<file path="src/hw/ctrl_pkg.sv">
package ctrl_pkg;

    // ~~~~~~~~~~~~~~~~~~~~~~~~~~~~~~~~~~~~~~~~~~~~~~~~
    // Instruction encodings
    // ~~~~~~~~~~~~~~~~~~~~~~~~~~~~~~~~~~~~~~~~~~~~~~~~
    typedef enum logic [6:0] {
        LOAD     = 7'b0000011,
        LOAD_FP  = 7'b0000111,
        OP_IMM   = 7'b0010011,
        STORE    = 7'b0100011,
        STORE_FP = 7'b0100111,
        OP       = 7'b0110011,
        OP_FP    = 7'b1010011,
        BRANCH   = 7'b1100011,
        JALR     = 7'b1100111,
        JAL      = 7'b1101111
    } opcode_e;

    typedef enum logic [6:0] {
        FADD = 7'b0000000,
        FSUB = 7'b0000100,
        FMUL = 7'b0001000
    } fp_funct_e;

    typedef enum logic [2:0] {
        CLASS_IDLE,
        CLASS_ALU,
        CLASS_BRANCH_JUMP,
        CLASS_LOAD_STORE,
        CLASS_FP_OP
    } insn_class_e;

    localparam int NUM_UNITS = 4;
    localparam int UNIT_ALU  = 0;
    localparam int UNIT_BJ   = 1;
    localparam int UNIT_LS   = 2;
    localparam int UNIT_FP   = 3;

    localparam logic [2:0] F3_ADD_SUB = 3'b000;
    localparam logic [2:0] F3_SRL_SRA = 3'b101;
    localparam logic [2:0] F3_BEQ     = 3'b000;
    localparam logic [2:0] F3_BNE     = 3'b001;
    localparam logic [2:0] F3_BLT     = 3'b100;
    localparam logic [2:0] F3_BGE     = 3'b101;
    localparam logic [2:0] F3_BLTU    = 3'b110;
    localparam logic [2:0] F3_BGEU    = 3'b111;

    localparam logic [1:0] SEL_RD_NONE = 2'd0;
    localparam logic [1:0] SEL_RD_MEM  = 2'd1;
    localparam logic [1:0] SEL_RD_ALU  = 2'd2;
    localparam logic [1:0] SEL_RD_LINK = 2'd3; // Writes PC+4 to rd.

    // ~~~~~~~~~~~~~~~~~~~~~~~~~~~~~~~~~~~~~~~~~~~~~~~~
    // Datapath interface
    // ~~~~~~~~~~~~~~~~~~~~~~~~~~~~~~~~~~~~~~~~~~~~~~~~
    typedef struct packed {
        logic lu; // Unsigned less than.
        logic ls; // Signed less than.
        logic eq;
    } flags_t;

    typedef struct packed {
        logic [1:0] sel_rd;
        logic       sub_sra;
        logic       sel_pc_next;
        logic       sel_alu_a;
        logic       sel_alu_b;
        logic       load_pc_alu;
        logic       load_flags;
        logic       sel_pc_increment;
        logic       sel_pc_jump;
        logic       sel_alu_32b;
        logic       load_pc;
        logic       load_regfile;
        logic       load_rs1;
        logic       load_rs2;
        logic       load_alu;
        logic       load_imm;
        logic       load_rs1_fp;
        logic       load_rs2_fp;
        logic       load_fp_regfile;
        logic       sel_store_fp;
        logic       sel_rd_fp;
        logic       start_add_sub_fp;
        logic       start_mult_fp;
        logic       load_alu_fp;
        logic       sub_fp;
        logic       load_data_memory;
        logic       memory_start;
        logic       sel_mem_next;
        logic       sel_mem_operation;
    } ctrl_word_t;

endpackage

</file>
<file path="src/hw/control_unit.sv">
module control_unit (
    input  logic                 clk,
    input  logic                 rst_n,
    input  logic                 dispatch,
    input  logic [31:0]          insn,
    input  ctrl_pkg::flags_t     flags,
    input  logic                 memory_done,
    input  logic                 done_fp,
    output ctrl_pkg::ctrl_word_t ctrl,
    output logic                 done,
    output logic                 busy,
    output logic                 illegal
);
    import ctrl_pkg::*;

    logic [NUM_UNITS-1:0] start;
    logic [31:0]          insn_q;
    ctrl_word_t           alu_ctrl;
    ctrl_word_t           bj_ctrl;
    ctrl_word_t           ls_ctrl;
    ctrl_word_t           fp_ctrl;
    logic                 alu_done;
    logic                 bj_done;
    logic                 ls_done;
    logic                 fp_done;

    assign busy = |start;

    insn_classifier i_insn_classifier (
        .clk      (clk),
        .rst_n    (rst_n),
        .dispatch (dispatch),
        .insn     (insn),
        .done     (done),
        .start    (start),
        .insn_q   (insn_q),
        .illegal  (illegal)
    );

    fsm_alu i_fsm_alu (
        .clk    (clk),
        .rst_n  (rst_n),
        .start  (start[UNIT_ALU]),
        .insn_q (insn_q),
        .ctrl   (alu_ctrl),
        .done   (alu_done)
    );

    fsm_branch_jump i_fsm_branch_jump (
        .clk    (clk),
        .rst_n  (rst_n),
        .start  (start[UNIT_BJ]),
        .insn_q (insn_q),
        .flags  (flags),
        .ctrl   (bj_ctrl),
        .done   (bj_done)
    );

    fsm_load_store i_fsm_load_store (
        .clk         (clk),
        .rst_n       (rst_n),
        .start       (start[UNIT_LS]),
        .insn_q      (insn_q),
        .memory_done (memory_done),
        .ctrl        (ls_ctrl),
        .done        (ls_done)
    );

    fsm_fp_op i_fsm_fp_op (
        .clk     (clk),
        .rst_n   (rst_n),
        .start   (start[UNIT_FP]),
        .insn_q  (insn_q),
        .done_fp (done_fp),
        .ctrl    (fp_ctrl),
        .done    (fp_done)
    );

    fsm_combined i_fsm_combined (
        .start    (start),
        .insn_q   (insn_q),
        .alu_ctrl (alu_ctrl),
        .alu_done (alu_done),
        .bj_ctrl  (bj_ctrl),
        .bj_done  (bj_done),
        .ls_ctrl  (ls_ctrl),
        .ls_done  (ls_done),
        .fp_ctrl  (fp_ctrl),
        .fp_done  (fp_done),
        .ctrl     (ctrl),
        .done     (done)
    );

endmodule

</file>
<file path="src/hw/fsm_alu.sv">
module fsm_alu (
    input  logic                 clk,
    input  logic                 rst_n,
    input  logic                 start,
    input  logic [31:0]          insn_q,
    output ctrl_pkg::ctrl_word_t ctrl,
    output logic                 done
);
    import ctrl_pkg::*;

    typedef enum logic [1:0] {IDLE, DECODE, EXECUTE, WRITEBACK} state_e;

    state_e  state_q;
    state_e  state;
    state_e  state_d;
    opcode_e opcode;
    logic    is_sub;
    logic    is_sra;

    assign opcode = opcode_e'(insn_q[6:0]);
    assign is_sub = (opcode == OP) && (insn_q[14:12] == F3_ADD_SUB); // SUB has no immediate form.
    assign is_sra = insn_q[14:12] == F3_SRL_SRA;

    // DECODE starts in the same cycle as the start level.
    assign state = (state_q == IDLE && start) ? DECODE : state_q;

    always_ff @(posedge clk) begin
        if (!rst_n) begin
            state_q <= IDLE;
        end else begin
            state_q <= state_d;
        end
    end

    always_comb begin
        state_d = IDLE;
        ctrl    = '0;
        done    = 1'b0;
        case (state)
            DECODE: begin
                ctrl.load_rs1 = 1'b1;
                ctrl.load_rs2 = 1'b1;
                ctrl.load_imm = 1'b1;
                state_d       = EXECUTE;
            end
            EXECUTE: begin
                ctrl.load_alu  = 1'b1;
                ctrl.sel_alu_b = opcode == OP_IMM;
                ctrl.sub_sra   = insn_q[30] && (is_sub || is_sra); // Funct7 bit 5.
                state_d        = WRITEBACK;
            end
            WRITEBACK: begin
                ctrl.load_regfile = 1'b1;
                ctrl.load_pc      = 1'b1;
                done              = 1'b1;
            end
            default: state_d = IDLE;
        endcase
    end

endmodule

</file>
<file path="src/hw/fsm_branch_jump.sv">
module fsm_branch_jump (
    input  logic                 clk,
    input  logic                 rst_n,
    input  logic                 start,
    input  logic [31:0]          insn_q,
    input  ctrl_pkg::flags_t     flags,
    output ctrl_pkg::ctrl_word_t ctrl,
    output logic                 done
);
    import ctrl_pkg::*;

    typedef enum logic [1:0] {IDLE, DECODE, COMPARE, UPDATE} state_e;

    state_e  state_q;
    state_e  state;
    state_e  state_d;
    opcode_e opcode;
    logic    is_jump;
    logic    taken;

    assign opcode  = opcode_e'(insn_q[6:0]);
    assign is_jump = (opcode == JAL) || (opcode == JALR);
    assign state   = (state_q == IDLE && start) ? DECODE : state_q;

    always_comb begin
        case (insn_q[14:12])
            F3_BEQ:  taken = flags.eq;
            F3_BNE:  taken = !flags.eq;
            F3_BLT:  taken = flags.ls;
            F3_BGE:  taken = !flags.ls;
            F3_BLTU: taken = flags.lu;
            F3_BGEU: taken = !flags.lu;
            default: taken = 1'b0;
        endcase
        if (is_jump) begin
            taken = 1'b1; // JALR carries funct3 000, so jumps override the table.
        end
    end

    always_ff @(posedge clk) begin
        if (!rst_n) begin
            state_q <= IDLE;
        end else begin
            state_q <= state_d;
        end
    end

    always_comb begin
        state_d = IDLE;
        ctrl    = '0;
        done    = 1'b0;
        case (state)
            DECODE: begin
                ctrl.load_rs1    = 1'b1;
                ctrl.load_rs2    = 1'b1;
                ctrl.load_imm    = 1'b1;
                ctrl.load_pc_alu = 1'b1; // Target address computed here.
                state_d          = COMPARE;
            end
            COMPARE: begin
                ctrl.load_flags = 1'b1;
                state_d         = UPDATE;
            end
            UPDATE: begin
                ctrl.load_pc          = 1'b1;
                ctrl.sel_pc_increment = 1'b1;
                ctrl.sel_pc_jump      = taken;
                ctrl.load_regfile     = is_jump; // Link register write.
                ctrl.sel_pc_next      = opcode == JALR;
                done                  = 1'b1;
            end
            default: state_d = IDLE;
        endcase
    end

endmodule

</file>
<file path="src/hw/fsm_combined.sv">
module fsm_combined (
    input  logic [ctrl_pkg::NUM_UNITS-1:0] start,
    input  logic [31:0]                    insn_q,
    input  ctrl_pkg::ctrl_word_t           alu_ctrl,
    input  logic                           alu_done,
    input  ctrl_pkg::ctrl_word_t           bj_ctrl,
    input  logic                           bj_done,
    input  ctrl_pkg::ctrl_word_t           ls_ctrl,
    input  logic                           ls_done,
    input  ctrl_pkg::ctrl_word_t           fp_ctrl,
    input  logic                           fp_done,
    output ctrl_pkg::ctrl_word_t           ctrl,
    output logic                           done
);
    import ctrl_pkg::*;

    insn_class_e index;
    ctrl_word_t  selected;
    ctrl_word_t  fixed;

    always_comb begin
        case (start)
            4'b0001: index = CLASS_ALU;
            4'b0010: index = CLASS_BRANCH_JUMP;
            4'b0100: index = CLASS_LOAD_STORE;
            4'b1000: index = CLASS_FP_OP;
            default: index = CLASS_IDLE; // Idle or a corrupt start word.
        endcase
    end

    // ~~~~~~~~~~~~~~~~~~~~~~~~~~~~~~~~~~~~~~~~~~~~~~~~
    // Selection plus fields held for the whole class
    // ~~~~~~~~~~~~~~~~~~~~~~~~~~~~~~~~~~~~~~~~~~~~~~~~
    always_comb begin
        selected = '0;
        fixed    = '0;
        done     = 1'b0;
        case (index)
            CLASS_ALU: begin
                selected     = alu_ctrl;
                done         = alu_done;
                fixed.sel_rd = SEL_RD_ALU;
            end
            CLASS_BRANCH_JUMP: begin
                selected     = bj_ctrl;
                done         = bj_done;
                fixed.sel_rd = SEL_RD_LINK;
            end
            CLASS_LOAD_STORE: begin
                selected           = ls_ctrl;
                done               = ls_done;
                fixed.sel_alu_b    = 1'b1; // Address is base plus offset.
                fixed.sel_store_fp = opcode_e'(insn_q[6:0]) == STORE_FP;
            end
            CLASS_FP_OP: begin
                selected = fp_ctrl;
                done     = fp_done;
            end
            default: done = 1'b0;
        endcase
    end

    assign ctrl = selected | fixed;

endmodule

</file>
<file path="src/hw/fsm_fp_op.sv">
module fsm_fp_op (
    input  logic                 clk,
    input  logic                 rst_n,
    input  logic                 start,
    input  logic [31:0]          insn_q,
    input  logic                 done_fp,
    output ctrl_pkg::ctrl_word_t ctrl,
    output logic                 done
);
    import ctrl_pkg::*;

    typedef enum logic [2:0] {IDLE, DECODE, FP_START, FP_WAIT, FINISH} state_e;

    state_e state_q;
    state_e state;
    state_e state_d;
    logic   is_mul;
    logic   is_sub;

    assign is_mul = insn_q[31:25] == FMUL;
    assign is_sub = insn_q[31:25] == FSUB;
    assign state  = (state_q == IDLE && start) ? DECODE : state_q;

    always_ff @(posedge clk) begin
        if (!rst_n) begin
            state_q <= IDLE;
        end else begin
            state_q <= state_d;
        end
    end

    always_comb begin
        state_d = IDLE;
        ctrl    = '0;
        done    = 1'b0;
        case (state)
            DECODE: begin
                ctrl.load_rs1_fp = 1'b1;
                ctrl.load_rs2_fp = 1'b1;
                state_d          = FP_START;
            end
            FP_START: begin
                ctrl.start_mult_fp    = is_mul;
                ctrl.start_add_sub_fp = !is_mul; // The adder also handles FSUB.
                ctrl.sub_fp           = is_sub;
                state_d               = FP_WAIT;
            end
            FP_WAIT: begin
                state_d = FP_WAIT;
                if (done_fp) begin
                    ctrl.load_alu_fp = 1'b1; // Capture the unit result.
                    state_d          = FINISH;
                end
            end
            FINISH: begin
                ctrl.load_fp_regfile = 1'b1;
                ctrl.load_pc         = 1'b1;
                done                 = 1'b1;
            end
            default: state_d = IDLE;
        endcase
    end

endmodule

</file>
<file path="src/hw/fsm_load_store.sv">
module fsm_load_store (
    input  logic                 clk,
    input  logic                 rst_n,
    input  logic                 start,
    input  logic [31:0]          insn_q,
    input  logic                 memory_done,
    output ctrl_pkg::ctrl_word_t ctrl,
    output logic                 done
);
    import ctrl_pkg::*;

    typedef enum logic [2:0] {
        IDLE,
        DECODE,
        ADDRESS,
        MEM_REQ,
        MEM_WAIT,
        FINISH
    } state_e;

    state_e  state_q;
    state_e  state;
    state_e  state_d;
    opcode_e opcode;
    logic    is_store;

    assign opcode   = opcode_e'(insn_q[6:0]);
    assign is_store = (opcode == STORE) || (opcode == STORE_FP);
    assign state    = (state_q == IDLE && start) ? DECODE : state_q;

    always_ff @(posedge clk) begin
        if (!rst_n) begin
            state_q <= IDLE;
        end else begin
            state_q <= state_d;
        end
    end

    always_comb begin
        state_d = IDLE;
        ctrl    = '0;
        done    = 1'b0;
        case (state)
            DECODE: begin
                ctrl.load_rs1    = 1'b1; // Base address is always an integer register.
                ctrl.load_imm    = 1'b1;
                ctrl.load_rs2    = opcode == STORE;
                ctrl.load_rs2_fp = opcode == STORE_FP;
                state_d          = ADDRESS;
            end
            ADDRESS: begin
                ctrl.load_alu = 1'b1;
                state_d       = MEM_REQ;
            end
            MEM_REQ: begin
                ctrl.memory_start      = 1'b1;
                ctrl.sel_mem_operation = is_store; // High selects a write.
                state_d                = MEM_WAIT;
            end
            MEM_WAIT: begin
                state_d = MEM_WAIT; // Memory latency is not fixed.
                if (memory_done) begin
                    ctrl.load_data_memory = !is_store;
                    state_d               = FINISH;
                end
            end
            FINISH: begin
                ctrl.load_pc = 1'b1;
                done         = 1'b1;
                if (opcode == LOAD) begin
                    ctrl.load_regfile = 1'b1;
                    ctrl.sel_rd       = SEL_RD_MEM;
                end
                if (opcode == LOAD_FP) begin
                    ctrl.load_fp_regfile = 1'b1;
                    ctrl.sel_rd_fp       = 1'b1;
                end
            end
            default: state_d = IDLE;
        endcase
    end

endmodule

</file>
<file path="src/hw/insn_classifier.sv">
module insn_classifier (
    input  logic                          clk,
    input  logic                          rst_n,
    input  logic                          dispatch,
    input  logic [31:0]                   insn,
    input  logic                          done,
    output logic [ctrl_pkg::NUM_UNITS-1:0] start,
    output logic [31:0]                   insn_q,
    output logic                          illegal
);
    import ctrl_pkg::*;

    logic                 accept;
    logic [NUM_UNITS-1:0] start_d;

    assign accept = dispatch && !(|start); // Ignored while a unit is busy.

    always_comb begin
        start_d = '0;
        case (opcode_e'(insn[6:0]))
            OP, OP_IMM:                     start_d[UNIT_ALU] = 1'b1;
            BRANCH, JAL, JALR:              start_d[UNIT_BJ]  = 1'b1;
            LOAD, STORE, LOAD_FP, STORE_FP: start_d[UNIT_LS]  = 1'b1;
            OP_FP:   start_d[UNIT_FP] = insn[31:25] inside {FADD, FSUB, FMUL};
            default: start_d = '0;
        endcase
    end

    always_ff @(posedge clk) begin
        if (!rst_n) begin
            start   <= '0;
            illegal <= 1'b0;
        end else begin
            illegal <= accept && (start_d == '0);
            if (accept) begin
                start <= start_d;
            end else if (done) begin
                start <= '0; // The level drops as the unit finishes.
            end
        end
    end

    always_ff @(posedge clk) begin
        if (accept) begin
            insn_q <= insn;
        end
    end

endmodule
</file>
<file path="config.mk">
export PLATFORM = sky130hd
export DESIGN_NAME = control_unit
export DESIGN_NICKNAME = d
export VERILOG_FILES = /design/src/hw/ctrl_pkg.sv /design/src/hw/control_unit.sv /design/src/hw/fsm_alu.sv /design/src/hw/fsm_branch_jump.sv /design/src/hw/fsm_combined.sv /design/src/hw/fsm_fp_op.sv /design/src/hw/fsm_load_store.sv /design/src/hw/insn_classifier.sv
export SDC_FILE = /design/constraint.sdc
export NUM_CORES = 1
export LEC_CHECK = 0
export BUFFER_PORTS_ARGS = -buffer_cell sky130_fd_sc_hd__buf_2
export CORE_ASPECT_RATIO = 0.7
export CORE_UTILIZATION = 38
export CTS_BUF_LIST = sky130_fd_sc_hd__clkbuf_4 sky130_fd_sc_hd__clkbuf_8
export DETAILED_ROUTE_END_ITERATION = 6
export PLACE_DENSITY = 0.64
export SKIP_CTS_REPAIR_TIMING = 1
export SYNTH_ARGS = -nofsm -noshare
export SYNTH_HDL_FRONTEND = slang
export SYNTH_SLANG_ARGS = --single-unit
</file>
<file path="constraint.sdc">
create_clock -name clk -period 2.6 [get_ports clk]
set_clock_uncertainty 0.2 [all_clocks]
set_input_delay 0.52 -clock clk [delete_from_list [all_inputs] [get_ports clk]]
set_output_delay 0.52 -clock clk [all_outputs]
set_load 0.02 [all_outputs]
</file>
==> results_tabular.tex <==
\begin{tabular}{lr}
\hline
Metric & Value \\
\hline
\multicolumn{2}{l}{\textbf{Floorplanning}} \\
\quad CORE AREA & 0.00438 mm² \\
\quad Effective utilization at floorplan & 0.400 \\
\quad Die Y & 58.8 µm \\
\quad FP Rows & 20 \\
\quad Die outline area & 0.00489 mm² \\
\quad Boundary Pins & 73 \\
\quad Die width & 83.2 µm \\
\multicolumn{2}{l}{\textbf{Timing}} \\
\quad Count of endpoints failing hold in the final timing report & 0 \\
\quad Crit path time final & 2630 ps \\
\quad Rel. slew slack & 0.566 \\
\quad RSZ-0062 raised after global routing & true \\
\quad Setup TNS Final & -39.4 ps \\
\quad Post-route fraction of the period consumed by the critical path & 1.01 \\
\quad Max-slew violation total from the final report & 0 \\
\quad Least setup slack across all paths after layout & -34.6 ps \\
\quad Final count of negative-setup-slack endpoints & 2 \\
\quad F\_max & 380 MHz \\
\quad Actual slew at the worst max-slew pin & 649 ps \\
\quad Hold WS & 213 ps \\
\multicolumn{2}{l}{\textbf{Power}} \\
\quad Internal power & 0.870 mW \\
\quad Proportion of power drawn by the clock network & 0.409 \\
\quad Worst voltage drop across the vdd grid & 0.000268 V \\
\quad Sequential group share of total power & 0.509 \\
\quad Switching share of total power & 0.224 \\
\quad Total chip power & 1.12 mW \\
\quad Fraction of power consumed by combinational cells & 0.082 \\
\quad Leakage & 1.03 nW \\
\quad Switching power total & 0.252 mW \\
\quad Ratio of total power to cell area & 465 mW/mm² \\
\multicolumn{2}{l}{\textbf{Yosys}} \\
\quad Yosys synthesis warning count & 0 \\
\quad Syn Area/Cell & 9.73 µm² \\
\quad Multiplexer area fraction after synthesis & 0.00571 \\
\quad Post-synthesis compound-gate area fraction & 0.119 \\
\quad Flip-flop and latch count after synthesis & 32 \\
\quad Number of enable-type register cells in the synthesized netlist & 17 \\
\quad Async set-or-reset flop fraction in the synthesized netlist & 0 \\
\quad Number of distinct library cells after synthesis & 51 \\
\quad Sequential cell area fraction in the yosys report & 0.463 \\
\quad Simple-gate area share of the yosys netlist & 0.295 \\
\quad Number of instances in the synthesized netlist & 180 \\
\quad Post-synth top flop & edfxtp\_1 \\
\quad Adder-Cell Fraction of Synth Area & 0.0286 \\
\quad Cell area after synthesis & 0.00175 mm² \\
\quad Combinational family with the most area after synthesis & simple AND/OR/NAND/NOR gates \\
\quad Xor and xnor area share after synthesis & 0.0100 \\
\multicolumn{2}{l}{\textbf{Routing}} \\
\quad Number of DRC violations after detailed routing & 0 \\
\quad Post-route antenna net violation count & 0 \\
\quad Routed via count & 1,580 \\
\quad Wire length per cell & 14.9 µm \\
\quad Number of design-rule violations left by the first detailed-router iteration & 38 \\
\quad Vias/cell & 5.25 \\
\quad Total routed wirelength & 4480 µm \\
\quad Number of detailed-routing iterations run before antenna repair & 4 \\
\multicolumn{2}{l}{\textbf{Place}} \\
\quad Dpl cells & 287 \\
\quad HPWL after detailed placement & 3150 µm \\
\quad Buffers added on ports & 54 \\
\quad Post-Place Worst Slack & 85.9 ps \\
\quad Gpl congestion & 0.792 \\
\quad Post-placement cell area & 0.00208 mm² \\
\multicolumn{2}{l}{\textbf{Global routing}} \\
\quad Vias in the first global route & 1,387 \\
\quad Maximum number of pins on one net before global-route repair & 18 \\
\quad Total GRT Usage & 0.181 \\
\quad Initial antenna violation count & 0 \\
\quad Wire length of the first global-routing pass & 6800 µm \\
\quad Grt ovf & 0 \\
\multicolumn{2}{l}{\textbf{Finish}} \\
\quad Nets & 289 \\
\quad Final standard cell area without fillers & 0.00241 mm² \\
\quad Number of filler cells placed in the layout & 379 \\
\quad Fraction of layout cells with a size suffix above 1 & 0.431 \\
\quad Syn-to-layout area delta & 37.9\% \\
\quad Finished Layout Cells & 301 \\
\quad Core occupancy in the finished layout & 0.551 \\
\quad Number of inserted diodes & 0 \\
\multicolumn{2}{l}{\textbf{Setup path}} \\
\quad Launch instance of the worst register-to-register path & i\_insn\_classifier.start[3]\$\_SDFFE\_PN0P\_ \\
\quad Depth of the worst register-to-register path & 5 \\
\quad WP data required & 1880 ps \\
\quad Critical path fanouts, max & 7 \\
\quad Critical Path Start Type & register \\
\quad Kind of capture point of the worst setup path & output port \\
\quad Setup slack of the worst register-to-register path & 520 ps \\
\quad Kind of critical path & reg -> out \\
\quad Destination of the critical timing path & ctrl[3] \\
\quad Endpoint of the lowest-slack register-to-register path & i\_insn\_classifier.start[0]\$\_SDFFE\_PN0P\_ \\
\quad Launch point of the critical path & i\_insn\_classifier.start[0]\$\_SDFFE\_PN0P\_ \\
\quad Crit path DAT & 1910 ps \\
\multicolumn{2}{l}{\textbf{Clock network}} \\
\quad Worst-skew pair later-pin latency & 280 ps \\
\quad Clock buffer count from CTS & 5 \\
\quad Clk slew on worst S/H paths & 70 ps \\
\quad Max H-tree Level & 2 \\
\quad Clk sink count & 32 \\
\quad Clock tree from TritonCTS & yes \\
\quad Maximum clock path buffer count & 2 \\
\quad CTS root buffer & clkbuf\_8 \\
\multicolumn{2}{l}{\textbf{Worst hold path}} \\
\quad Worst hold-check path type & in -> reg \\
\multicolumn{2}{l}{\textbf{Status}} \\
\quad Run status & finished with violations \\
\quad Violated checks & negative setup slack \\
\multicolumn{2}{l}{\textbf{Job}} \\
\quad Count of maximum capacitance violations & 0 \\
\hline
\end{tabular}
[flip-flops by register name, summed over array words and instances (netlist names)]
signal / count
i_insn_classifier.insn_q: 17
i_insn_classifier.illegal: 1
i_fsm_alu.state_q: 2
i_fsm_fp_op.state_q: 3
i_fsm_load_store.state_q: 3
i_insn_classifier.start: 4
i_fsm_branch_jump.state_q: 2
[cells in the final DEF, fill, tap and decap left out, drive strengths merged, types with 2 or more instances in the layout]
master / netlist / routed
buf: 11 / 69
nor2: 19 / 19
nand2: 17 / 17
edfxtp: 17 / 17
dfxtp: 15 / 15
nor3: 14 / 14
inv: 9 / 9
nor3b: 5 / 5
clkbuf: 2 / 5
a21oi: 5 / 5
nand3: 4 / 4
and2: 4 / 4
ha: 4 / 4
nor4b: 4 / 4
nor4: 4 / 4
or4b: 3 / 3
nor2b: 3 / 3
clkinv: 1 / 3
conb: 1 / 3
or4: 3 / 3
and3: 3 / 3
xnor2: 2 / 2
a31o: 2 / 2
nand3b: 2 / 2
a21boi: 2 / 2
o41ai: 2 / 2
nand4b: 2 / 2
or2: 2 / 2
o21ai: 2 / 2
a211oi: 2 / 2
o32ai: 2 / 2
[synth_stat cells (2+ instances only)]
cell	number	area (µm²)
nor2_1	18	67.6
edfxtp_1	17	510
nand2_1	17	63.8
dfxtp_1	15	300
nor3_1	13	65.1
buf_4	9	67.6
inv_1	9	33.8
a21oi_1	5	25.0
nor3b_1	5	37.5
and2_1	4	25.0
ha_1	4	50.1
nand3_1	4	20.0
nor4b_1	4	35.0
and3_1	3	18.8
nor2b_1	3	18.8
nor4_1	3	18.8
or4_1	3	22.5
a211oi_1	2	15.0
a21boi_0	2	15.0
a31o_2	2	17.5
buf_6	2	22.5
clkbuf_1	2	7.51
nand3b_1	2	15.0
nand4b_1	2	17.5
o41ai_1	2	17.5
or4b_1	2	20.0
xnor2_1	2	17.5
[layout make-up]
class | instances | area [µm²] | share of cell area
sequential | 32 | 822 | 0.340
clock buffer | 5 | 68.8 | 0.0285
multi-input combinational | 127 | 940 | 0.389
clock inverter | 3 | 37.5 | 0.0155
timing repair buffer | 69 | 440 | 0.182
inverter | 10 | 37.5 | 0.0155
tap | 55 | 68.8 | 0.0285
[cells by family (layout without fill, tap and decap cells)]
family          after synthesis  after routing
compound gates               26             26
xor+xnor                      2              2
fa+ha+maj                     4              4
buf+inv                      23             87
flops                        32             32
mux                           1              1
other cells                   1              3
simple gates                 91             91
[layer usage]
| metal | share of wire | vias to the layer above | GRT usage |
|---|---|---|---|
| met4 | 0.011 | 0 | 0.0616 |
| met3 | 0.052 | 6 | 0.0533 |
| met5 | 0 | - | 0 |
| li1 | - | 789 | - |
| met1 | 0.49 | 733 | 0.269 |
| met2 | 0.45 | 52 | 0.248 |
[critical path, cell delays in order, from the launching register on]
cell      delay, ps
dfxtp_4         370
or4b_4          600
buf_12          160
a211oi_2        180
and3_1          200
buf_6           120
[power groups by stage]
stage	clock network (mW)	registers, mW	logic [mW]
after floorplan	0	0.578	0.0507
after global placement	0	0.582	0.0861
after detailed placement	0	0.582	0.0872
after CTS	0.467	0.571	0.0876
after global routing	0.499	0.573	0.102
final	0.459	0.571	0.0920
[worst min-delay path by stage]
stage                                                  from  slack [ps]                                      end  cells after the start
detailed placement  i_fsm_branch_jump.state_q[0]$_SDFF_PN0_         270  i_fsm_branch_jump.state_q[0]$_SDFF_PN0_                      1
floorplan                 i_fsm_fp_op.state_q[2]$_SDFF_PN0_         240        i_fsm_fp_op.state_q[1]$_SDFF_PN0_                      1
global route                                       insn[13]         200   i_insn_classifier.insn_q[13]$_DFFE_PP_                      1
finish                                             insn[12]         210   i_insn_classifier.insn_q[12]$_DFFE_PP_                      1
CTS                                                insn[14]         210   i_insn_classifier.insn_q[14]$_DFFE_PP_                      1
global placement          i_fsm_fp_op.state_q[2]$_SDFF_PN0_         260        i_fsm_fp_op.state_q[1]$_SDFF_PN0_                      1
Note: power is estimated with default switching activity, not from simulation.
